### config.mk
export PLATFORM = sky130hd
export DESIGN_NAME = frame_window_flat
export DESIGN_NICKNAME = d
export VERILOG_FILES = /design/src/hdl/mfcc_pkg.sv /design/src/hdl/sample_stream_if.sv /design/src/hdl/frame_window.sv /design/src/flat_wrapper.sv
export SDC_FILE = /design/constraint.sdc
export NUM_CORES = 1
export LEC_CHECK = 0
export ABC_AREA = 1
export BUFFER_PORTS_ARGS = -buffer_cell sky130_fd_sc_hd__buf_2
export CORE_UTILIZATION = 55
export DETAILED_ROUTE_END_ITERATION = 8
export GPL_TIMING_DRIVEN = 1
export PLACE_DENSITY = 0.84
export SYNTH_ARGS = -nofsm -noshare
export SYNTH_HDL_FRONTEND = slang
export SYNTH_SLANG_ARGS = --single-unit
### constraint.sdc
create_clock -name clk -period 7.7 [get_ports clk]
set_clock_uncertainty 0.2 [all_clocks]
set_input_delay 1.155 -clock clk [delete_from_list [all_inputs] [get_ports clk]]
set_output_delay 1.155 -clock clk [all_outputs]
set_load 0.005 [all_outputs]
### src/hdl/mfcc_pkg.sv
package mfcc_pkg;

    localparam int frame_len = 16;
    localparam int num_bins  = 9;
    localparam int num_bands = 4;

    typedef logic signed [15:0] sample_t;
    typedef logic [31:0]        power_t;
    typedef logic [15:0]        feature_t;

    typedef enum logic {fw_fill, fw_emit} frame_state_t;
    typedef enum logic [1:0] {dft_load, dft_accumulate, dft_output} dft_state_t;
    typedef enum logic {mel_gather, mel_emit} mel_state_t;

    ////////////////////////////////////////////////////////////
    // Coefficient tables
    ////////////////////////////////////////////////////////////

    // Hamming window, unsigned Q1.15
    localparam logic [15:0] window_rom [frame_len] = '{
        16'd2621,  16'd3925,  16'd7609,  16'd13037,
        16'd19270, 16'd25231, 16'd29889, 16'd32439,
        16'd32439, 16'd29889, 16'd25231, 16'd19270,
        16'd13037, 16'd7609,  16'd3925,  16'd2621
    };

    // One period of cosine and sine, signed Q1.15
    localparam logic signed [15:0] cos_rom [frame_len] = '{
        16'sd32767,  16'sd30274,  16'sd23170,  16'sd12540,
        16'sd0,      -16'sd12540, -16'sd23170, -16'sd30274,
        -16'sd32767, -16'sd30274, -16'sd23170, -16'sd12540,
        16'sd0,      16'sd12540,  16'sd23170,  16'sd30274
    };

    localparam logic signed [15:0] sin_rom [frame_len] = '{
        16'sd0,      16'sd12540,  16'sd23170,  16'sd30274,
        16'sd32767,  16'sd30274,  16'sd23170,  16'sd12540,
        16'sd0,      -16'sd12540, -16'sd23170, -16'sd30274,
        -16'sd32767, -16'sd30274, -16'sd23170, -16'sd12540
    };

    // Triangular mel weights, Q0.8, one row per band
    localparam logic [7:0] mel_rom [num_bands][num_bins] = '{
        '{8'd128, 8'd255, 8'd128, 8'd0,   8'd0,   8'd0,   8'd0,   8'd0,   8'd0},
        '{8'd0,   8'd0,   8'd128, 8'd255, 8'd128, 8'd0,   8'd0,   8'd0,   8'd0},
        '{8'd0,   8'd0,   8'd0,   8'd0,   8'd128, 8'd255, 8'd170, 8'd85,  8'd0},
        '{8'd0,   8'd0,   8'd0,   8'd0,   8'd0,   8'd0,   8'd85,  8'd170, 8'd255}
    };

endpackage
### src/hdl/sample_stream_if.sv
`timescale 1ns/1ps

interface sample_stream_if #(
    parameter type data_t = logic [15:0]
);

    logic  valid;
    logic  ready;
    data_t data;
    logic  last;

    // Held by the source until valid and ready meet
    modport source (output valid, data, last, input ready);
    modport sink (input valid, data, last, output ready);

endinterface

### src/hdl/frame_window.sv
`timescale 1ns/1ps

module frame_window import mfcc_pkg::*; #(
    parameter int STRIDE = 8
) (
    input  logic            clk,
    input  logic            arst_n,
    input  sample_t         in_data,
    input  logic            in_valid,
    output logic            in_ready,
    sample_stream_if.source out
);

    frame_state_t       state;
    sample_t            samples_q [frame_len];
    logic [4:0]         need;
    logic [3:0]         rd_idx;
    logic               accept;
    logic signed [32:0] win_prod;

    assign in_ready = (state == fw_fill);
    assign accept   = in_valid && in_ready;

    // Sample history, oldest in slot 0
    always_ff @(posedge clk) begin
        if (accept) begin
            for (int i = 0; i < frame_len - 1; i++) begin
                samples_q[i] <= samples_q[i + 1];
            end
            samples_q[frame_len - 1] <= in_data;
        end
    end

    // Count down new samples until the next frame is due
    always_ff @(posedge clk or negedge arst_n) begin
        if (!arst_n) begin
            state  <= fw_fill;
            need   <= 5'(frame_len);
            rd_idx <= '0;
        end else begin
            case (state)
                fw_fill: begin
                    if (accept) begin
                        need <= need - 5'd1;
                        if (need == 5'd1) begin
                            state <= fw_emit;
                        end
                    end
                end
                fw_emit: begin
                    if (out.ready) begin
                        rd_idx <= rd_idx + 4'd1;
                        if (rd_idx == 4'(frame_len - 1)) begin
                            state <= fw_fill;
                            need  <= 5'(STRIDE);
                        end
                    end
                end
                default: state <= fw_fill;
            endcase
        end
    end

    ////////////////////////////////////////////////////////////
    // Windowing, oldest sample first
    ////////////////////////////////////////////////////////////
    assign win_prod  = samples_q[rd_idx] * $signed({1'b0, window_rom[rd_idx]});
    assign out.data  = win_prod[30:15];
    assign out.valid = (state == fw_emit);
    assign out.last  = (rd_idx == 4'(frame_len - 1));

endmodule

### src/flat_wrapper.sv
// flat-port wrapper written by rule: the top's interface ports become plain ports
module frame_window_flat import mfcc_pkg::*;
#(
    parameter int STRIDE = 8
)
  (clk, arst_n, in_data, in_valid, in_ready, out_valid, out_data, out_last, out_ready);
  sample_stream_if out_i ();
  input  logic clk;
  input  logic arst_n;
  input  sample_t in_data;
  input  logic in_valid;
  output logic in_ready;
  output wire logic [$bits(out_i.valid)-1:0] out_valid;
  output wire logic [$bits(out_i.data)-1:0] out_data;
  output wire logic [$bits(out_i.last)-1:0] out_last;
  input wire logic [$bits(out_i.ready)-1:0] out_ready;
  assign out_valid = out_i.valid;
  assign out_data = out_i.data;
  assign out_last = out_i.last;
  assign out_i.ready = out_ready;
  frame_window #(.STRIDE(STRIDE)) u_core (.clk(clk), .arst_n(arst_n), .in_data(in_data), .in_valid(in_valid), .in_ready(in_ready), .out(out_i));
endmodule
# ---- Yosys cells after proc, flatten, opt, wreduce, memory -nomap -nowiden
# Memories as Yosys holds them, arrays and structs flattened.
# Index checks and enable logic that the tools add are counted.
dict set report word_totals {
  ff_bits 10
  ramBits 256
  rom_bits 256
  out_inout_bits 19
  n_memories 2
}
dict set report classes {
  addsub 2
  mul 1
  n_lt_le_gt_ge 1
  n_eq_ne 5
  mux 13
  bitwise_logic 2
  n_reduce_logical 3
}
# name depth width read_ports rd_ports_with_merged_regs wr line_no
set memory_table {}
lappend memory_table {{(no name shown)} 16 16 1 0 0 frame_window.sv:67} ;# assign win_prod = samples_q[rd_idx] * $signed({1'b0, window_rom[rd_idx]});
lappend memory_table {u_core.samples_q 16 16 16 0 16 frame_window.sv:15} ;# sample_t samples_q [frame_len];
# operator n
set ops {}
lappend ops {{$mux 16} 2}
lappend ops {{$mul 16x17->31} 1}
lappend ops {{$mux 5} 3}
lappend ops {{$pmux 5 s2} 1}
lappend ops {{$mux 1} 6}
lappend ops {{$ne 2x2->1 const B} 3}
lappend ops {{$eq 5x1->1 const B} 1}
lappend ops {{$ge 5x5->1 const B} 1}
lappend ops {{$not 4->5} 1}
lappend ops {{$sub 5x1->5 const B} 1}
lappend ops {{$add 4x1->4 const B} 1}
lappend ops {{$eq 4x4->1 const B} 1}
lappend ops {{$reduce_and 3->1} 1}
lappend ops {{$pmux 1 s2} 1}
lappend ops {{$reduce_and 2->1} 1}
lappend ops {{$logic_and 1x1->1} 1}
lappend ops {{$not 1->1} 1}

# ---- Depth between registers and ports, before layout
dict set report depth {
  depth_word 5
  depth_mapped 35
}

# ---- Worst setup path before layout
# No wires, ideal clock.
dict set report synth_timing {
  path_type {register -> output}
  from {reg u_core.rd_idx[0]}
  to {out out_data[12]}
  t_arrival_ns 6.484
  required_time_ns 6.345
  slack_ns -0.139
  stages_incl_launch_ff 29
  path_cell_list {dfrtp_1 > inv_2 > buf_2 > ha_1 > nand2_1 > inv_1 > nor2_1 > a32oi_1 > clkinv_1 > nor2_1 > fa_1 > inv_1 > fa_1 > fa_1 > inv_1 > fa_1 > fa_1 > inv_1 > fa_1 > inv_1 > ha_1 > a21oi_1 > o21ai_0 > a21boi_0 > o22ai_1 > a311oi_1 > nand2_1 > nand2_1 > nand2_1}
}
dict set report synth_between {
  elab_chain_cells 5
  elab_cells_between_ends 6
  classes_between {mul (1); mux (2); bitwise (1); memory (2)}
}
# item line_no
set synth_rtl {}
lappend synth_rtl {{start: declaration} frame_window.sv:17} ;# logic [3:0] rd_idx;
lappend synth_rtl {{start signal: assignment} frame_window.sv:52} ;# rd_idx <= rd_idx + 4'd1;
lappend synth_rtl {{$not 4->5 (implied by the code)} frame_window.sv:67}
lappend synth_rtl {{$mem_v2 16x16} -}
lappend synth_rtl {{$mux 16 (implied by the code) (2 in a row)} frame_window.sv:67}
lappend synth_rtl {{$mul 16x17->31 (*)} frame_window.sv:67}
lappend synth_rtl {{end: declaration} flat_wrapper.sv:14} ;# output wire logic [$bits(out_i.data)-1:0] out_data;
# Every way passes the cells marked *; elsewhere a longest branch is shown, timed or not. The select of a mux whose other input is x is not followed.

# ---- Worst setup path in the final report
# Ends and elaborated chain as after synthesis.

==> results.yml <==
status:
  status: "finished, violations left"
  violations: "setup timing"
synth:
  ys_ff_latch: 266
  synth.top_cell.area_share_pct: 41.6
  synth_fa_ha_area_share_pct: 27.8
  synth_cells: 1775
  syn_area_um2: 18500
  syn_nets: 2098
  synthMuxAreaShare_pct: 0
  yosysWarnings: 0
  synth_cell_types: 41
  synth_ff_type: "edfxtp_1"
  synthSimpleGateAreaFrac_pct: 13.6
  yosysTopAreaCell: "edfxtp_1"
  seq_area_frac_synth_pct: 43.0
  synth_compound_gate_area_share_pct: 7.09
  synth-xor-area-share_pct: 0.901
  synth_top_family_by_area: "adder cells"
  async_flop_share_pct: 3.76
  avgSynthCellArea_um2: 10.4
  synth_area_leaders: "edfxtp_1 42%, fa_1 19%, ha_1 8.5%"
  synth-edff-count: 256
clock_network:
  clk_path_buf_depth: 3
  clk_latency_ps: 520
  clock_sinks: 266
  clockRootBuffer: "clkbuf_16"
  cts_max_level: 1
  cts_buffers: 24
  cts_tree: "done"
  clkTransAtPathRegs_ps: 70
  hold_buffers: 0
detailed_routing:
  wire_per_inst_um: 21.5
  ant_nets: 0
  drc: 0
  firstDrtPassIters: 7
  viasPerCell: 5.96
  drt-initial-drc-count: 1691
  drt-total-wl_um: 54400
  vias: 15100
worst_setup_path:
  slowest_stage: "fa_1"
  cp_data_arrival_time_ps: 7150
  critPathMaxFanout: 8
  start_kind: "flop"
  r2r-start: "u_core.out.valid"
  crit_start: "u_core.rd_idx[0]"
  crit_required_ps: 6340
  critPathKind: "reg -> out"
  worstSetupEndpointType: "primary output"
  crit_path_frequent_cell: "fa_1"
  slowest_delay_ps: 580
floorplan:
  die_h_um: 185
  ios: 39
  rows: 66
  die-area_um2: 34300
  floorplan.initialDensity_pct: 56.3
  core-area_um2: 32800
  dieWidth_um: 185
final_layout:
  n_antenna_cell: 0
  final_nets: 2398
  syn_to_final_growth_pct: 28.4
  layout-drive-gt1-share_pct: 30.6
timing:
  max_slew.worst_pin.slew_ps: 1220
  hold-worst-slack_ps: 238
  rsz0062_at_grt: "true"
  setup-violations-final: 16
  slew_violations: 0
  fin_crit_ps: 8500
  clock.fmax_mhz: 118
  setup_slack_ps: -802
  min_period_over_period_pct: 110
  slew_headroom_pct: 18.5
  hold_viol: 0
global_routing:
  antenna_found_initial: 0
  grt_pass1_vias: 15300
  grt_usage_pct: 30.8
  grt-ovfl-total: 0
  grt_max_degree: 96
  grt_pass1_wl_um: 80700
min_path:
  hold_class: "reg -> reg"
  worst_hold_startpoint: "u_core.samples_q[14][10]"
place:
  pre_cts_ws_ps: -341
  gp_congestion: 0.951
  dpl.hpwl_um: 34600
  portBuffers: 38
flow_run:
  drv_cap: 0
==> cells in the mapped netlist (all sizes together), types with 11 or more instances <==
cell type,n
edfxtp,256
nand2,340
nand4,21
nor3,11
ha,125
buf,41
o21ai,42
xor2,16
a22oi,85
nor2,165
inv,306
fa,178
clkbuf,15
a21oi,42
nand3,80
==> critical path: cells and delay by family, from the launching register on <==
| family | cells | cell delay (ps) |
|---|---|---|
| flip-flops | 1 | 470 |
| AND/OR/NAND/NOR | 8 | 830 |
| AO/OA/AOI/OAI | 6 | 880 |
| adder cells (fa/ha/maj) | 7 | 3320 |
| buffers and inverters | 10 | 1100 |
==> registers in the layout, summed over array words and instances (netlist names) <==
name,flops
u_core.samples_q,256
u_core.need,5
u_core.rd_idx,4
u_core.out.valid,1
==> cells in the final DEF (no fill, tap or decap), types with 29 or more instances in the layout <==
cell type  instances
a22oi_1           70
buf_2             38
buf_4            219
buf_6             42
edfxtp_1         256
fa_1             162
ha_1             112
inv_1            254
inv_2             37
nand2_1          294
nand2_2           30
nand3_1           67
nor2_1           108
nor2_2            29
==> layer usage <==
metal	global-route usage, %	vias up	routed length, um
li1	-	6434	-
met1	40.7	7485	20800
met2	50.7	959	26300
met3	6.06	212	5030
met4	10.8	0	2320
met5	0	-	0
==> area by class of cell <==
type                       instances  area, um^2
multi-input combinational       1144       10300
fill                            2009        9080
sequential                       266        7940
timing repair buffer             330        2970
inverter                         309        1210
clock buffer                      30         644
tap                              442         553
clock inverter                    10         125
==> through the flow <==
stage / std cells / setup TNS, ps / instance area, um^2 / utilization [%]
floorplan: 1775 / 0 / 18500 / -
global placement: 2408 / -1470 / 20700 / 63.2
detailed placement: 2408 / -2730 / 20700 / 63.2
CTS: 2504 / -7390 / 22900 / 69.9
global route: 2531 / -14410 / 23700 / 72.3
finish: 2531 / -10970 / 23700 / 72.3
==> logic make-up after synthesis <==
kind of cell | Yosys count
AO/OA/AOI/OAI | 202
adder cells (fa/ha/maj) | 303
XOR/XNOR | 19
flip-flops | 266
AND/OR/NAND/NOR | 620
buffers and inverters | 365
==> path summary, 6_finish.rpt <==
check | end | slack, ps | cells after the start
worst max-delay path | out_data[12] | -800 | 31
worst min-delay path | u_core.samples_q[13][10] | 240 | 0
worst max register to register | u_core.samples_q[7][3] | 4860 | 4
worst min register to register | u_core.samples_q[13][10] | 240 | 0
max in group asynchronous | u_core.need[4] | 6730 | 1
min in group asynchronous | u_core.rd_idx[3] | 300 | 1
==> timing repair <==
action                     4_1_cts  5_1_grt
setup buffers                   51       27
setup endpoints to repair       16       16
cloned                           6        2
resized for setup              268      144
pin swaps                       55       90
Power is not shown: default switching activity piles up to over one toggle a cycle in this logic, so the estimate is an artifact.
