<file path="src/hdl/mfcc_pkg.sv">
package mfcc_pkg;

    localparam int frame_len = 16;
    localparam int num_bins  = 9;
    localparam int num_bands = 4;

    typedef logic signed [15:0] sample_t;
    typedef logic [31:0]        power_t;
    typedef logic [15:0]        feature_t;

    typedef enum logic {fw_fill, fw_emit} frame_state_t;
    typedef enum logic [1:0] {dft_load, dft_accumulate, dft_output} dft_state_t;
    typedef enum logic {mel_gather, mel_emit} mel_state_t;

    ////////////////////////////////////////////////////////////
    // Coefficient tables
    ////////////////////////////////////////////////////////////

    // Hamming window, unsigned Q1.15
    localparam logic [15:0] window_rom [frame_len] = '{
        16'd2621,  16'd3925,  16'd7609,  16'd13037,
        16'd19270, 16'd25231, 16'd29889, 16'd32439,
        16'd32439, 16'd29889, 16'd25231, 16'd19270,
        16'd13037, 16'd7609,  16'd3925,  16'd2621
    };

    // One period of cosine and sine, signed Q1.15
    localparam logic signed [15:0] cos_rom [frame_len] = '{
        16'sd32767,  16'sd30274,  16'sd23170,  16'sd12540,
        16'sd0,      -16'sd12540, -16'sd23170, -16'sd30274,
        -16'sd32767, -16'sd30274, -16'sd23170, -16'sd12540,
        16'sd0,      16'sd12540,  16'sd23170,  16'sd30274
    };

    localparam logic signed [15:0] sin_rom [frame_len] = '{
        16'sd0,      16'sd12540,  16'sd23170,  16'sd30274,
        16'sd32767,  16'sd30274,  16'sd23170,  16'sd12540,
        16'sd0,      -16'sd12540, -16'sd23170, -16'sd30274,
        -16'sd32767, -16'sd30274, -16'sd23170, -16'sd12540
    };

    // Triangular mel weights, Q0.8, one row per band
    localparam logic [7:0] mel_rom [num_bands][num_bins] = '{
        '{8'd128, 8'd255, 8'd128, 8'd0,   8'd0,   8'd0,   8'd0,   8'd0,   8'd0},
        '{8'd0,   8'd0,   8'd128, 8'd255, 8'd128, 8'd0,   8'd0,   8'd0,   8'd0},
        '{8'd0,   8'd0,   8'd0,   8'd0,   8'd128, 8'd255, 8'd170, 8'd85,  8'd0},
        '{8'd0,   8'd0,   8'd0,   8'd0,   8'd0,   8'd0,   8'd85,  8'd170, 8'd255}
    };

endpackage
</file>
<file path="src/hdl/sample_stream_if.sv">
`timescale 1ns/1ps

interface sample_stream_if #(
    parameter type data_t = logic [15:0]
);

    logic  valid;
    logic  ready;
    data_t data;
    logic  last;

    // Held by the source until valid and ready meet
    modport source (output valid, data, last, input ready);
    modport sink (input valid, data, last, output ready);

endinterface

</file>
<file path="src/hdl/dft_power.sv">
`timescale 1ns/1ps

module dft_power import mfcc_pkg::*; (
    input  logic            clk,
    input  logic            arst_n,
    sample_stream_if.sink   in,
    sample_stream_if.source out
);

    dft_state_t         state;
    sample_t            frame_mem [frame_len];
    logic [3:0]         ld_cnt;
    logic [3:0]         n_cnt;
    logic [3:0]         bin;
    logic [3:0]         idx;
    logic signed [35:0] acc_re;
    logic signed [35:0] acc_im;
    logic signed [31:0] prod_re;
    logic signed [31:0] prod_im;
    logic signed [35:0] re_sum;
    logic signed [35:0] im_sum;
    logic signed [19:0] re_sh;
    logic signed [19:0] im_sh;
    logic signed [39:0] re_sq;
    logic signed [39:0] im_sq;
    logic [40:0]        pwr_sum;
    power_t             pwr_q;

    assign in.ready = (state == dft_load);

    // One MAC per cycle, restarting at sample 0 of every bin
    assign prod_re = frame_mem[n_cnt] * cos_rom[idx];
    assign prod_im = frame_mem[n_cnt] * sin_rom[idx];
    assign re_sum  = (n_cnt == 4'd0) ? 36'(prod_re) : acc_re + 36'(prod_re);
    assign im_sum  = (n_cnt == 4'd0) ? 36'(prod_im) : acc_im + 36'(prod_im);

    // Power from the final sums
    assign re_sh   = re_sum[35:16];
    assign im_sh   = im_sum[35:16];
    assign re_sq   = re_sh * re_sh;
    assign im_sq   = im_sh * im_sh;
    assign pwr_sum = {1'b0, re_sq} + {1'b0, im_sq};

    always_ff @(posedge clk) begin
        if (in.valid && in.ready) begin
            frame_mem[ld_cnt] <= in.data;
        end
        if (state == dft_accumulate) begin
            acc_re <= re_sum;
            acc_im <= im_sum;
            if (n_cnt == 4'(frame_len - 1)) begin
                pwr_q <= pwr_sum[39:8];
            end
        end
    end

    always_ff @(posedge clk or negedge arst_n) begin
        if (!arst_n) begin
            state  <= dft_load;
            ld_cnt <= '0;
            n_cnt  <= '0;
            bin    <= '0;
            idx    <= '0;
        end else begin
            case (state)
                dft_load: begin
                    if (in.valid) begin
                        ld_cnt <= ld_cnt + 4'd1;
                        if (in.last) begin
                            ld_cnt <= '0;
                            bin    <= '0;
                            n_cnt  <= '0;
                            idx    <= '0;
                            state  <= dft_accumulate;
                        end
                    end
                end
                dft_accumulate: begin
                    n_cnt <= n_cnt + 4'd1;
                    // Table index is bin times sample, mod 16
                    idx   <= idx + bin;
                    if (n_cnt == 4'(frame_len - 1)) begin
                        state <= dft_output;
                    end
                end
                dft_output: begin
                    if (out.ready) begin
                        if (bin == 4'(num_bins - 1)) begin
                            state <= dft_load;
                        end else begin
                            bin   <= bin + 4'd1;
                            n_cnt <= '0;
                            idx   <= '0;
                            state <= dft_accumulate;
                        end
                    end
                end
                default: state <= dft_load;
            endcase
        end
    end

    assign out.data  = pwr_q;
    assign out.valid = (state == dft_output);
    assign out.last  = (bin == 4'(num_bins - 1));

endmodule

</file>
<file path="src/flat_wrapper.sv">
// flat-port wrapper written by rule: the top's interface ports become plain ports
module dft_power_flat import mfcc_pkg::*;
  (clk, arst_n, in_valid, in_data, in_last, in_ready, out_valid, out_data, out_last, out_ready);
  sample_stream_if in_i ();
  sample_stream_if out_i ();
  input  logic clk;
  input  logic arst_n;
  input wire logic [$bits(in_i.valid)-1:0] in_valid;
  input wire logic [$bits(in_i.data)-1:0] in_data;
  input wire logic [$bits(in_i.last)-1:0] in_last;
  output wire logic [$bits(in_i.ready)-1:0] in_ready;
  output wire logic [$bits(out_i.valid)-1:0] out_valid;
  output wire logic [$bits(out_i.data)-1:0] out_data;
  output wire logic [$bits(out_i.last)-1:0] out_last;
  input wire logic [$bits(out_i.ready)-1:0] out_ready;
  assign in_i.valid = in_valid;
  assign in_i.data = in_data;
  assign in_i.last = in_last;
  assign in_ready = in_i.ready;
  assign out_valid = out_i.valid;
  assign out_data = out_i.data;
  assign out_last = out_i.last;
  assign out_i.ready = out_ready;
  dft_power u_core (.clk(clk), .arst_n(arst_n), .in(in_i), .out(out_i));
endmodule
</file>
<file path="config.mk">
export PLATFORM = sky130hd
export DESIGN_NAME = dft_power_flat
export DESIGN_NICKNAME = d
export VERILOG_FILES = /design/src/hdl/mfcc_pkg.sv /design/src/hdl/sample_stream_if.sv /design/src/hdl/dft_power.sv /design/src/flat_wrapper.sv
export SDC_FILE = /design/constraint.sdc
export NUM_CORES = 2
export LEC_CHECK = 0
export BUFFER_PORTS_ARGS = -buffer_cell sky130_fd_sc_hd__buf_2
export CAP_MARGIN = 25
export CORE_UTILIZATION = 60
export CTS_CLUSTER_DIAMETER = 200
export DETAILED_ROUTE_END_ITERATION = 10
export GPL_ROUTABILITY_DRIVEN = 0
export HOLD_SLACK_MARGIN = 0.03
export PLACE_DENSITY = 0.88
export SYNTH_ARGS = -nofsm -noshare
export SYNTH_HDL_FRONTEND = slang
export SYNTH_SLANG_ARGS = --single-unit
</file>
<file path="constraint.sdc">
create_clock -name clk -period 14.7 [get_ports clk]
set_input_delay 1.47 -clock clk [delete_from_list [all_inputs] [get_ports clk]]
set_output_delay 1.47 -clock clk [all_outputs]
set_load 0.05 [all_outputs]
</file>
==> impl_metrics.csv, run 1 <==
group,metric,value,unit
yosys,syn_nets,6284,
yosys,yosysSeqAreaShare,0.209,
global_route,grt_pass1_vias,63170,
placement,placed_area,0.0599,mm²
clock_network,numCtsBuffers,42,
placement,hpwl,138000,µm
clock_network,clock_path_buffers,3,
clock_network,cts_sinks,362,
yosys,async_flop_share,0.0497,
yosys,synth-main-ff-cell,"edfxtp_1",
die,num_rows,107,
yosys,syn_avg_cell_area,10.5,µm²
die,ios,40,
global_route,grt_pass1_wl,467000,µm
placement,io_buffers,39,
global_route,grtUsageTotal,0.760,
die,die_w,295,µm
yosys,synth_area,0.0515,mm²
yosys,ys_types,94,
clock_network,clk_root_buffer_cell,"clkbuf_16",
yosys,synthCells,4915,
die,dieHeight,295,µm
clock_network,ctsHtreeMaxLevel,2,
yosys,ys_seq_elements,362,
run_status,stop_error,"[ERROR GRT-0116] Global routing finished with congestion. Check the congestion regions in the DRC Viewer.",
yosys,synth_edf_count,344,
run_status,outcome,"stopped before the end",
global_route,grt_max_degree,71,
clock_network,holdBufCountCts,0,
die,start_util,0.605,
yosys,synth_warnings,0,
global_route,gr-total-overflow,916,
run_status,haltStage,"global routing",
[repair_timing]
action | 4_1_cts
cloned | 5
endpoints found under the setup margin | 15
resized for setup | 229
setup buffers | 81
pin swaps | 75
[cell usage after synthesis (32+ instances only)]
cell type | count | share of area
fa_1 | 935 | 0.36
inv_1 | 1165 | 0.085
ha_1 | 413 | 0.10
o21ai_0 | 99 | 0.0096
xor2_1 | 55 | 0.0094
clkbuf_1 | 108 | 0.0079
o21a_1 | 32 | 0.0047
and2_1 | 99 | 0.012
nor2_1 | 296 | 0.022
nand2_1 | 492 | 0.036
nor3_1 | 37 | 0.0036
mux4_2 | 75 | 0.033
a21oi_1 | 156 | 0.015
a21o_1 | 65 | 0.0095
xnor2_1 | 124 | 0.021
edfxtp_1 | 344 | 0.20
[through the flow]
step	setup TNS (ps)	instances	worst slack [ps]	hold WS [ps]
2_1_floorplan	0	4915	2.10	522
3_3_place_gp	-4410	6846	-833	566
3_5_place_dp	-12810	6854	-1720	590
4_1_cts	-8270	7015	-1330	657
[cells by family after synthesis]
| logic type | count (synthesis) | synth area share |
|---|---|---|
| muxes | 103 | 0.0385 |
| adders and majority gates | 1348 | 0.464 |
| buffers and inverters | 1311 | 0.0962 |
| and+or+nand+nor | 1075 | 0.0918 |
| xor gates and xnor gates | 182 | 0.0319 |
| DFF | 362 | 0.209 |
| AOI/OAI and AO/OA | 534 | 0.0682 |
[per-layer routing]
layer | GRT overflow | GRT usage
met1 | 89 | 0.729
met3 | 82 | 0.723
met4 | 251 | 0.719
met2 | 486 | 0.857
met5 | 8 | 0.584
==> run 2: changes to the inputs <==
--- a/config.mk
+++ b/config.mk
@@ -7,12 +7,10 @@
 export LEC_CHECK = 0
 export BUFFER_PORTS_ARGS = -buffer_cell sky130_fd_sc_hd__buf_2
 export CAP_MARGIN = 25
-export CORE_UTILIZATION = 60
-export CTS_CLUSTER_DIAMETER = 200
+export CORE_UTILIZATION = 40
 export DETAILED_ROUTE_END_ITERATION = 10
 export GPL_ROUTABILITY_DRIVEN = 0
-export HOLD_SLACK_MARGIN = 0.03
-export PLACE_DENSITY = 0.88
+export PLACE_DENSITY_LB_ADDON = 0.15
 export SYNTH_ARGS = -nofsm -noshare
 export SYNTH_HDL_FRONTEND = slang
 export SYNTH_SLANG_ARGS = --single-unit
==> constraint.sdc (replaced) <==
create_clock -name clk -period 19.1 [get_ports clk]
set_input_delay 1.91 -clock clk [delete_from_list [all_inputs] [get_ports clk]]
set_output_delay 1.91 -clock clk [all_outputs]
set_load 0.05 [all_outputs]
==> impl_metrics.csv, run 2 <==
group,metric,value,unit
critical_path,worst-path-buf-inv,10,
critical_path,cp-end-kind,"flop",
clock_network,clk_latency,640,ps
yosys,yosysSeqAreaShare,0.209,
yosys,ys_types,94,
die,core-area,0.128,mm²
sta,hold_viol_final,0,
clock_network,path_clk_slew,60,ps
finish,final_cell_count_no_fill,6658,
critical_path,cp-start-kind,"flop",
job,maxCapViolations,0,
global_route,antenna_found_initial,5,
yosys,synth_area,0.0515,mm²
die,die_w,361,µm
critical_path,r2r_slack,1560,ps
sta,setup_violations,0,
clock_network,ctsHtreeMaxLevel,2,
clock_network,cts_tree,"built",
global_route,grt_max_degree,53,
critical_path,critical_path_class,"flop to flop",
route,routedWlPerCell,20.6,µm
critical_path,cp_data_arrival_time,17920,ps
sta,relSlewSlack,0.275,
min_path,hold_path_depth,1,
finish,area_growth_syn_to_layout,7.70,%
yosys,synth_warnings,0,
clock_network,clk_root_buffer_cell,"clkbuf_16",
run_status,outcome,"finished clean",
placement,dp_cells,6572,
critical_path,cp.depth,53,
critical_path,critPathMaxFanout,33,
yosys,synth-main-ff-cell,"edfxtp_1",
finish,mostFrequentLayoutCells,"inv_1 (1164), fa_1 (935), nand2_1 (491)",
critical_path,reg2reg_depth,53,
critical_path,cp_data_required_time,19480,ps
global_route,grt_pass1_wl,221000,µm
critical_path,cp_top_family,"adder cells",
finish,largest_reg_flops,256,
sta,tns,0,ps
finish,largestRegisters,"u_core.frame_mem (256), u_core.acc_im (36), u_core.acc_re (36)",
global_route,grtUsageTotal,0.221,
die,start_util,0.404,
die,dieArea,0.130,mm²
yosys,yosys.area.top_type,"fa_1",
clock_network,cts_sinks,362,
sta,rsz0062_at_grt,"no",
yosys,async_flop_share,0.0497,
yosys,synthTopCellsByCount,"inv_1 (1165), fa_1 (935), nand2_1 (492)",
route,dr_total_vias,34029,
finish,largest_register,"u_core.frame_mem",
clock_network,clock_path_buffers,3,
sta,worst_pin_slew,1080,ps
critical_path,max_stage_delay,860,ps
sta,fmax,57.0,MHz
die,dieHeight,361,µm
yosys,yosys.cell_count.top_type,"inv_1",
placement,hpwl,111000,µm
critical_path,slowest_stage,"dfrtp_4",
min_path,worstHoldPathType,"flop to flop",
clock_network,cts_setup_buffers,0,
clock_network,holdBufCountCts,0,
route,drc_errors,0,
route,ant_nets,0,
route,first_iter_violations,2189,
placement,io_buffers,39,
route,wl,137000,µm
critical_path,path_common_cell,"fa_1",
global_route,gr-total-overflow,0,
sta,clock_skew,59.4,ps
finish,drive_gt1_frac,0.0669,
finish,antenna_cells,0,
route,first_pass_iters,7,
finish,final_common_cell,"inv_1",
route,via_per_inst,5.11,
die,ios,40,
sta,maxSlewViolCount,0,
die,num_rows,131,
global_route,grt_pass1_vias,37623,
clock_network,numCtsBuffers,46,
yosys,syn_avg_cell_area,10.5,µm²
yosys,synth_top_area_share,0.364,
sta,fin_crit,17540,ps
yosys,syn_nets,6284,
yosys,ys_seq_elements,362,
yosys,synthCells,4915,
finish,nets,6329,
yosys,synth_edf_count,344,
clock_network,cts.repair.resized,0,
sta,fin_crit_sh,0.918,
yosys,synth_area_leaders,"fa_1 (36%), edfxtp_1 (20%), ha_1 (10%)",
==> run 2: cell counts after synthesis <==
Identical to the previous run, type by type.
==> run 2: through the flow <==
step            util  hold slack [ps]  cell area [µm²]  setup slack, ps
5_1_grt        0.435              603            55400              470
3_5_place_dp   0.423              587            54000             1520
2_1_floorplan      -              522            51500             3430
6_report       0.435              587            55400             1560
4_1_cts        0.434              591            55400             1490
3_3_place_gp   0.423              602            53900             1420
==> run 2: logic make-up after synthesis <==
logic type	synth area share
and+or+nand+nor	0.0918
adders and majority gates	0.464
xor gates and xnor gates	0.0319
muxes	0.0385
buffers and inverters	0.0962
DFF	0.209
AOI/OAI and AO/OA	0.0682
==> run 2: worst register-to-register path: cells and delay by family, from the launching register on <==
kind / cells / cell delay [ps]
and+or+nand+nor: 4 / 680
AOI/OAI and AO/OA: 11 / 3570
muxes: 2 / 1290
DFF: 1 / 860
adders and majority gates: 16 / 7420
buffers and inverters: 10 / 1360
xor gates and xnor gates: 10 / 2150
==> run 2: cell type report <==
type	count	area, µm²
flip-flops and latches	362	10800
fillers	12311	72100
clock buffers	59	1200
repair buffers	132	933
clock inverters	25	245
well taps	1662	2080
inverters	1176	4420
multi-input cells	3242	35800
==> run 2: layer usage <==
layer	share of wire	vias to the layer above	track usage
met5	0.000095	-	0
met4	0.019	2	0.0446
met3	0.050	141	0.0225
met2	0.47	720	0.366
met1	0.46	17655	0.315
li1	-	15511	-
==> run 2: final timing paths <==
path                                 start               end
setup / recovery           u_core.n_cnt[0]  u_core.pwr_q[15]
hold / removal               u_core.idx[3]     u_core.idx[3]
setup reg to reg           u_core.n_cnt[0]  u_core.pwr_q[15]
hold reg to reg              u_core.idx[3]     u_core.idx[3]
max in group asynchronous           arst_n   u_core.n_cnt[0]
min in group asynchronous           arst_n  u_core.ld_cnt[2]
Power of run 2 is left out: the tool's default activity adds up to more than one toggle a clock period on the data nets, which glitch-free logic cannot reach.
