$ cat src/hdl/mfcc_pkg.sv
package mfcc_pkg;

    localparam int frame_len = 16;
    localparam int num_bins  = 9;
    localparam int num_bands = 4;

    typedef logic signed [15:0] sample_t;
    typedef logic [31:0]        power_t;
    typedef logic [15:0]        feature_t;

    typedef enum logic {fw_fill, fw_emit} frame_state_t;
    typedef enum logic [1:0] {dft_load, dft_accumulate, dft_output} dft_state_t;
    typedef enum logic {mel_gather, mel_emit} mel_state_t;

    ////////////////////////////////////////////////////////////
    // Coefficient tables
    ////////////////////////////////////////////////////////////

    // Hamming window, unsigned Q1.15
    localparam logic [15:0] window_rom [frame_len] = '{
        16'd2621,  16'd3925,  16'd7609,  16'd13037,
        16'd19270, 16'd25231, 16'd29889, 16'd32439,
        16'd32439, 16'd29889, 16'd25231, 16'd19270,
        16'd13037, 16'd7609,  16'd3925,  16'd2621
    };

    // One period of cosine and sine, signed Q1.15
    localparam logic signed [15:0] cos_rom [frame_len] = '{
        16'sd32767,  16'sd30274,  16'sd23170,  16'sd12540,
        16'sd0,      -16'sd12540, -16'sd23170, -16'sd30274,
        -16'sd32767, -16'sd30274, -16'sd23170, -16'sd12540,
        16'sd0,      16'sd12540,  16'sd23170,  16'sd30274
    };

    localparam logic signed [15:0] sin_rom [frame_len] = '{
        16'sd0,      16'sd12540,  16'sd23170,  16'sd30274,
        16'sd32767,  16'sd30274,  16'sd23170,  16'sd12540,
        16'sd0,      -16'sd12540, -16'sd23170, -16'sd30274,
        -16'sd32767, -16'sd30274, -16'sd23170, -16'sd12540
    };

    // Triangular mel weights, Q0.8, one row per band
    localparam logic [7:0] mel_rom [num_bands][num_bins] = '{
        '{8'd128, 8'd255, 8'd128, 8'd0,   8'd0,   8'd0,   8'd0,   8'd0,   8'd0},
        '{8'd0,   8'd0,   8'd128, 8'd255, 8'd128, 8'd0,   8'd0,   8'd0,   8'd0},
        '{8'd0,   8'd0,   8'd0,   8'd0,   8'd128, 8'd255, 8'd170, 8'd85,  8'd0},
        '{8'd0,   8'd0,   8'd0,   8'd0,   8'd0,   8'd0,   8'd85,  8'd170, 8'd255}
    };

endpackage
$ cat src/hdl/sample_stream_if.sv
`timescale 1ns/1ps

interface sample_stream_if #(
    parameter type data_t = logic [15:0]
);

    logic  valid;
    logic  ready;
    data_t data;
    logic  last;

    // Held by the source until valid and ready meet
    modport source (output valid, data, last, input ready);
    modport sink (input valid, data, last, output ready);

endinterface

$ cat src/hdl/mel_filter_bank.sv
`timescale 1ns/1ps

module mel_filter_bank import mfcc_pkg::*; (
    input  logic            clk,
    input  logic            arst_n,
    sample_stream_if.sink   in,
    sample_stream_if.source out
);

    mel_state_t  state;
    logic [3:0]  bin_cnt;
    logic [1:0]  band_cnt;
    logic [39:0] acc_q    [num_bands];
    logic [39:0] acc_next [num_bands];

    function automatic logic [39:0] sat_add(input logic [39:0] a, input logic [39:0] b);
        logic [40:0] sum;
        sum = {1'b0, a} + {1'b0, b};
        return sum[40] ? '1 : sum[39:0];
    endfunction

    assign in.ready = (state == mel_gather);

    // Every band picks up its share of the incoming bin
    always_comb begin
        for (int b = 0; b < num_bands; b++) begin
            acc_next[b] = sat_add((bin_cnt == 4'd0) ? 40'd0 : acc_q[b],
                                  40'(mel_rom[b][bin_cnt]) * 40'(in.data));
        end
    end

    always_ff @(posedge clk) begin
        if (in.valid && in.ready) begin
            for (int b = 0; b < num_bands; b++) begin
                acc_q[b] <= acc_next[b];
            end
        end
    end

    ////////////////////////////////////////////////////////////
    // Gather bins, then emit bands in order
    ////////////////////////////////////////////////////////////
    always_ff @(posedge clk or negedge arst_n) begin
        if (!arst_n) begin
            state    <= mel_gather;
            bin_cnt  <= '0;
            band_cnt <= '0;
        end else begin
            case (state)
                mel_gather: begin
                    if (in.valid) begin
                        bin_cnt <= bin_cnt + 4'd1;
                        if (in.last) begin
                            bin_cnt  <= '0;
                            band_cnt <= '0;
                            state    <= mel_emit;
                        end
                    end
                end
                mel_emit: begin
                    if (out.ready) begin
                        band_cnt <= band_cnt + 2'd1;
                        if (band_cnt == 2'(num_bands - 1)) begin
                            state <= mel_gather;
                        end
                    end
                end
                default: state <= mel_gather;
            endcase
        end
    end

    assign out.data  = acc_q[band_cnt][39:8];
    assign out.valid = (state == mel_emit);
    assign out.last  = (band_cnt == 2'(num_bands - 1));

endmodule

$ cat src/flat_wrapper.sv
// flat-port wrapper written by rule: the top's interface ports become plain ports
module mel_filter_bank_flat import mfcc_pkg::*;
  (clk, arst_n, in_valid, in_data, in_last, in_ready, out_valid, out_data, out_last, out_ready);
  sample_stream_if in_i ();
  sample_stream_if out_i ();
  input  logic clk;
  input  logic arst_n;
  input wire logic [$bits(in_i.valid)-1:0] in_valid;
  input wire logic [$bits(in_i.data)-1:0] in_data;
  input wire logic [$bits(in_i.last)-1:0] in_last;
  output wire logic [$bits(in_i.ready)-1:0] in_ready;
  output wire logic [$bits(out_i.valid)-1:0] out_valid;
  output wire logic [$bits(out_i.data)-1:0] out_data;
  output wire logic [$bits(out_i.last)-1:0] out_last;
  input wire logic [$bits(out_i.ready)-1:0] out_ready;
  assign in_i.valid = in_valid;
  assign in_i.data = in_data;
  assign in_i.last = in_last;
  assign in_ready = in_i.ready;
  assign out_valid = out_i.valid;
  assign out_data = out_i.data;
  assign out_last = out_i.last;
  assign out_i.ready = out_ready;
  mel_filter_bank u_core (.clk(clk), .arst_n(arst_n), .in(in_i), .out(out_i));
endmodule
$ cat config.mk
export PLATFORM = sky130hd
export DESIGN_NAME = mel_filter_bank_flat
export DESIGN_NICKNAME = d
export VERILOG_FILES = /design/src/hdl/mfcc_pkg.sv /design/src/hdl/sample_stream_if.sv /design/src/hdl/mel_filter_bank.sv /design/src/flat_wrapper.sv
export SDC_FILE = /design/constraint.sdc
export NUM_CORES = 2
export LEC_CHECK = 0
export ABC_AREA = 1
export BUFFER_PORTS_ARGS = -buffer_cell sky130_fd_sc_hd__buf_2
export CORE_MARGIN = 10
export CORE_UTILIZATION = 60
export CTS_CLUSTER_SIZE = 8
export DETAILED_ROUTE_END_ITERATION = 16
export PLACE_DENSITY = 0.79
export SYNTH_ARGS = -nofsm -noshare
export SYNTH_HDL_FRONTEND = slang
export SYNTH_SLANG_ARGS = --single-unit
export TNS_END_PERCENT = 10
$ cat constraint.sdc
create_clock -name clk -period 5.7 [get_ports clk]
set_clock_uncertainty 0.15 [all_clocks]
set_input_delay 0.285 -clock clk [delete_from_list [all_inputs] [get_ports clk]]
set_output_delay 0.285 -clock clk [all_outputs]
set_load 0.01 [all_outputs]
# Word-level counts from Yosys, hierarchy flattened
# Memories as Yosys holds them, arrays and structs flattened.
# Index checks and enable logic that the tools add are counted.
word_totals:
  in_bits: 21
  ff_bits: 7
  output_inout_bits: 19
  mem_bits_ro: 512
  mem_bits_rw: 160
  n_memories: 5
mem_list:
  columns: ["memory", "words", "word_bits", "rd", "rd_ports_with_merged_regs", "write_ports", "line_no", "source"]
  rows:
  - ["u_core.acc_q", 4, 40, 5, 0, 4, "mel_filter_bank.sv:13", "logic [39:0] acc_q [num_bands];"]
  - ["(no name shown)", 16, 8, 1, 0, 0, "mel_filter_bank.sv:28", "40'(mel_rom[b][bin_cnt]) * 40'(in.data));"]
  - ["(no name shown)", 16, 8, 1, 0, 0, "mel_filter_bank.sv:28", null]
  - ["(no name shown)", 16, 8, 1, 0, 0, "mel_filter_bank.sv:28", null]
  - ["(no name shown)", 16, 8, 1, 0, 0, "mel_filter_bank.sv:28", null]
classes:
  order_cmp: 1
  n_eq_ne: 4
  n_mul: 4
  addsub: 6
  n_reduce_logical: 4
  bitwise_logic: 2
  n_mux: 28
op_table:
  columns: ["op", "n"]
  rows:
  - ["40-bit 2-to-1 mux", 8]
  - ["40-bit by 24-bit adder with 41-bit output", 4]
  - ["8-bit by 16-bit multiplier with 24-bit output", 4]
  - ["8-bit 2-to-1 mux", 8]
  - ["1-bit 2-to-1 mux", 6]
  - ["2-bit 2-to-1 mux", 3]
  - ["2-bit != test (second input constant)", 3]
  - ["5-bit greater-or-equal comparator (second input constant)", 1]
  - ["4-bit inverter with 5-bit output", 1]
  - ["4-bit by 1-bit adder with 4-bit output (second input constant)", 1]
  - ["4-bit zero test", 1]
  - ["4-bit 2-to-1 mux", 1]
  - ["2-bit case mux with 2 select lines", 1]
  - ["3-bit AND reduction", 1]
  - ["2-bit by 1-bit adder with 2-bit output (second input constant)", 1]
  - ["2-bit equality test (second input constant)", 1]
  - ["1-bit case mux with 2 select lines", 1]
  - ["2-bit AND reduction", 1]
  - ["1-bit logical AND", 1]
  - ["1-bit inverter", 1]

# Logic depth before layout (Yosys ltp)
logic_depth:
  ltp_word: 7
  depth_mapped: 31
  mapped_depth_nobuf: 30

# Worst setup path before layout
# Ideal clock, no wire load.
synth_path:
  kind: "register -> register"
  start: "reg u_core.bin_cnt[0]"
  end: "mem u_core.acc_q[3][8], data pin"
  period_less_slack_ns: 5.784
  required_time_ns: 5.295
  path_stages_with_launch: 30
  arrival_ns: 5.379
  setup_time_ns: 0.255
  setup_slack_ns: -0.084
  path_cell_list: "dfrtp_1 > inv_1 > ha_1 > inv_1 > nor2_1 > buf_2 > buf_2 > buf_2 > nor2_1 > ha_1 > or2_2 > fa_1 > fa_1 > inv_1 > fa_1 > inv_1 > ha_1 > nand2_1 > inv_1 > nand2_1 > nand2_1 > or2_2 > nand2_1 > nand2_1 > nand2_1 > nand2_1 > nand2_1 > buf_2 > buf_6 > nand2_1"
synth_lines:
  columns: ["element", "line_no", "source"]
  rows:
  - ["start: declaration", "mel_filter_bank.sv:11", "logic [3:0] bin_cnt;"]
  - ["start signal: assignment", "mel_filter_bank.sv:52", "bin_cnt <= bin_cnt + 4'd1;"]
  - ["end: declaration", "mel_filter_bank.sv:13", null]

==> results.md <==
- **DRT iter0 DRCs** 2,164
- **required time of the critical path** 5810 ps
- **sequential share of the synthesized area** 0.172
- **detailed-route DRC error count** 0
- **growth of design area from synthesis to finish** 11.2%
- **Final GP Congestion** 0.965
- **Slew Viols, Final** 0
- **maximum operating frequency** 179 MHz
- **total cell area at the placement stage** 30,800 sq um
- **final design instance area without fill** 32,200 sq um
- **fraction of the cycle the final worst path needs** 0.978
- **net count after synthesis** 4,595
- **Yosys warning total** 0
- **# nets final** 4,765
- **TritonCTS clock tree** built
- **maximum clock insertion buffer count** 2
- **Distinct cells, synth** 41
- **proportion of layout cells with a drive suffix above 1** 0.0966
- **footprint of the multi-input gates** 20,300 sq um
- **post-synthesis sequential element count** 167
- **fill cell count** 3,955
- **worst slack on hold paths** 195 ps
- **unrepaired setup endpoints after global routing** yes
- **starting density of the core** 0.607
- **H-tree level count** 4
- **slowest stage delay, CP** 560 ps
- **count of endpoints failing setup in the final report** 0
- **pin slew with the least headroom to its limit** 907 ps
- **routed via count divided by cell count** 5.29
- **final critical delay including setup and external delays** 5580 ps
- **antenna violations before repair** 2
- **async set-or-reset flop fraction in the synthesized netlist** 0.0419
- **Die W** 240 um
- **DR vias** 25,200
- **number of instances in the synthesized netlist** 3,969
- **startpoint kind of the worst setup timing path** register
- **Worst Setup End Kind** register
- **Bufs and invs on worst path** 6
- **synthesized area per cell** 7.28 sq um
- **final WL** 77,800 um
- **number of top-level pins** 40
- **first-pass GRT wire length** 125,000 um
- **Primary FF master, synth** sky130_fd_sc_hd__edfxtp_1
- **routed len/inst** 16.3 um
- **flip-flop and latch area** 4980 sq um
- **antenna-violating nets left** 0
- **overall global routing resource usage** 0.276
- **floorplan die height** 240 um
- **worst hold-check path type** in2reg
- **final hold viol count** 0
- **cell family contributing the most delay on the critical path** adder cells
- **cell seen most often among critical-path stages** sky130_fd_sc_hd__nor2_1
- **length of the first detailed-routing pass in iterations** 6
- **via count of the first global-routing pass** 24,900
- **arrival time of the worst setup path** 5690 ps
- **HPWL Detailed** 63,300 um
- **CTS root buffer** sky130_fd_sc_hd__clkbuf_16
- **I/O Buffers** 39
- **Critical Path Slowest Stage Cell** sky130_fd_sc_hd__fa_1
- **number of enable-type register cells in the synthesized netlist** 160
- **outcome** complete, no violations
- **clock-pin slew reported for the worst setup and hold paths after clock tree synthesis** 80 ps
- **TritonCTS buffer count** 17
- **number of violations of the max-capacitance limit** 0
- **post-synthesis instance area** 28,900 sq um
- **clock sink count** 167
- **CORE AREA** 47,600 sq um
- **die area** 57,400 sq um
- **total gr overflow** 0
- **clk_lat worst skew** 520 ps
- **row cnt** 80
- **headroom to the max-slew limit** 0.395
- **worst-path maximum fanout** 10
- **largest net degree at the start of global routing** 88
- **worst setup path category** reg2reg
worst reg2reg max path, cell delays in order (launching register included):
cell                        delay [ps]
sky130_fd_sc_hd__dfrtp_1           410
sky130_fd_sc_hd__ha_2              210
sky130_fd_sc_hd__ha_1              180
sky130_fd_sc_hd__nor2_1            120
sky130_fd_sc_hd__buf_6             180
sky130_fd_sc_hd__buf_6             170
sky130_fd_sc_hd__nor2_1            110
sky130_fd_sc_hd__xor2_1            180
sky130_fd_sc_hd__ha_1              200
sky130_fd_sc_hd__or2_2             310
sky130_fd_sc_hd__fa_1              490
sky130_fd_sc_hd__fa_1              560
sky130_fd_sc_hd__inv_1              50
sky130_fd_sc_hd__fa_1              490
sky130_fd_sc_hd__inv_1              70
sky130_fd_sc_hd__ha_4              240
sky130_fd_sc_hd__nand2_2           100
sky130_fd_sc_hd__inv_1              50
sky130_fd_sc_hd__a21oi_1           200
sky130_fd_sc_hd__nor2_1             60
sky130_fd_sc_hd__nor2_1            120
sky130_fd_sc_hd__nand2_1            90
sky130_fd_sc_hd__nand2_1            80
sky130_fd_sc_hd__nand2_2           110
sky130_fd_sc_hd__nand2_8           140
sky130_fd_sc_hd__clkbuf_16         180
sky130_fd_sc_hd__nand3_1            70
registers in the layout (all words and copies together) (netlist names):
signal,count
u_core.bin_cnt,4
u_core.band_cnt,2
u_core.acc_q,160
u_core.out.valid,1
cell type report:
class,count,share of cell area
Tap cell,615,0.0239
Antenna cell,1,0.0000778
Clock inverter,14,0.00514
Clock buffer,17,0.0132
Inverter,1001,0.117
Sequential cell,167,0.155
Timing Repair Buffer,209,0.0549
Multi-Input combinational cell,2743,0.631
cells in the final DEF (no fill, tap or decap), drive strengths merged, types with 15 or more instances in the layout:
master,instances
xor2,108
buf,200
inv,995
nand4,34
or2,27
fa,342
nand2,936
clkbuf,22
clkinv,15
o21ai,81
a21oi,103
nor2,506
xnor2,20
edfxtp,160
nor3,34
nand3b,18
ha,263
o21bai,18
nand3,231
logic make-up after synthesis:
family                   Yosys count  synth area share
AND/OR/NAND/NOR                 1793             0.257
buffers and inverters           1059             0.141
adder cells (fa/ha/maj)          605             0.351
AO/OA/AOI/OAI                    217            0.0404
flip-flops                       167             0.172
XOR/XNOR                         128            0.0388
cell usage after synthesis, types with 6 or more instances:
cell,count,share of area
sky130_fd_sc_hd__inv_1,985,0.13
sky130_fd_sc_hd__nand2_1,934,0.12
sky130_fd_sc_hd__nor2_1,491,0.064
sky130_fd_sc_hd__fa_1,342,0.24
sky130_fd_sc_hd__ha_1,263,0.11
sky130_fd_sc_hd__nand3_1,223,0.039
sky130_fd_sc_hd__edfxtp_1,160,0.17
sky130_fd_sc_hd__xor2_1,108,0.033
sky130_fd_sc_hd__a21oi_1,103,0.018
sky130_fd_sc_hd__o21ai_0,77,0.013
sky130_fd_sc_hd__nand4_1,34,0.0074
sky130_fd_sc_hd__nor3_1,30,0.0052
sky130_fd_sc_hd__buf_2,27,0.0047
sky130_fd_sc_hd__or2_2,27,0.0058
sky130_fd_sc_hd__xnor2_1,20,0.0061
sky130_fd_sc_hd__nand3b_1,18,0.0047
sky130_fd_sc_hd__o21bai_1,18,0.0047
sky130_fd_sc_hd__clkbuf_1,16,0.0021
sky130_fd_sc_hd__nor2_2,14,0.0030
sky130_fd_sc_hd__clkinv_1,12,0.0016
sky130_fd_sc_hd__a21o_1,8,0.0021
sky130_fd_sc_hd__dfrtp_1,7,0.0061
sky130_fd_sc_hd__nand3_2,7,0.0024
sky130_fd_sc_hd__buf_1,6,0.00078
routing by layer:
layer | GRT usage | share of wire
met1 | 0.352 | 0.41
met5 | 0 | 0.00012
met3 | 0.0598 | 0.087
met2 | 0.442 | 0.46
met4 | 0.130 | 0.046
final timing paths:
check / from / end / slack [ps] / cells past startpoint
min in group asynchronous: arst_n / u_core.out.valid / 650 / 3
min reg2reg: u_core.out.valid / u_core.out.valid / 420 / 2
max: u_core.bin_cnt[1] / u_core.acc_q[3][34] / 120 / 26
max in group asynchronous: arst_n / u_core.band_cnt[0] / 4420 / 3
min: in_valid / u_core.bin_cnt[2] / 200 / 3
max reg2reg: u_core.bin_cnt[1] / u_core.acc_q[3][34] / 120 / 26
stage by stage:
stage | worst slack (ps) | utilization | instances | TNS (ps)
after floorplan | 34.9 | - | 3969 | 0
after global placement | -44.8 | 0.647 | 4712 | -764
after detailed placement | -200 | 0.647 | 4712 | -6520
after CTS | 3.72 | 0.661 | 4747 | 0
after global routing | -89.0 | 0.675 | 4766 | -3100
final | 123 | 0.675 | 4767 | 0
repair_timing:
action	4_1_cts	5_1_grt
buffers inserted	0	15
resized for setup	11	126
hold endpoints to repair	11	0
pin swaps	0	8
setup endpoints to repair	60	159
cloned	0	4
hold buffers	4	0
Power is left out: the tool's default activity adds up to more than one toggle a clock period on the data nets, which glitch-free logic cannot reach.
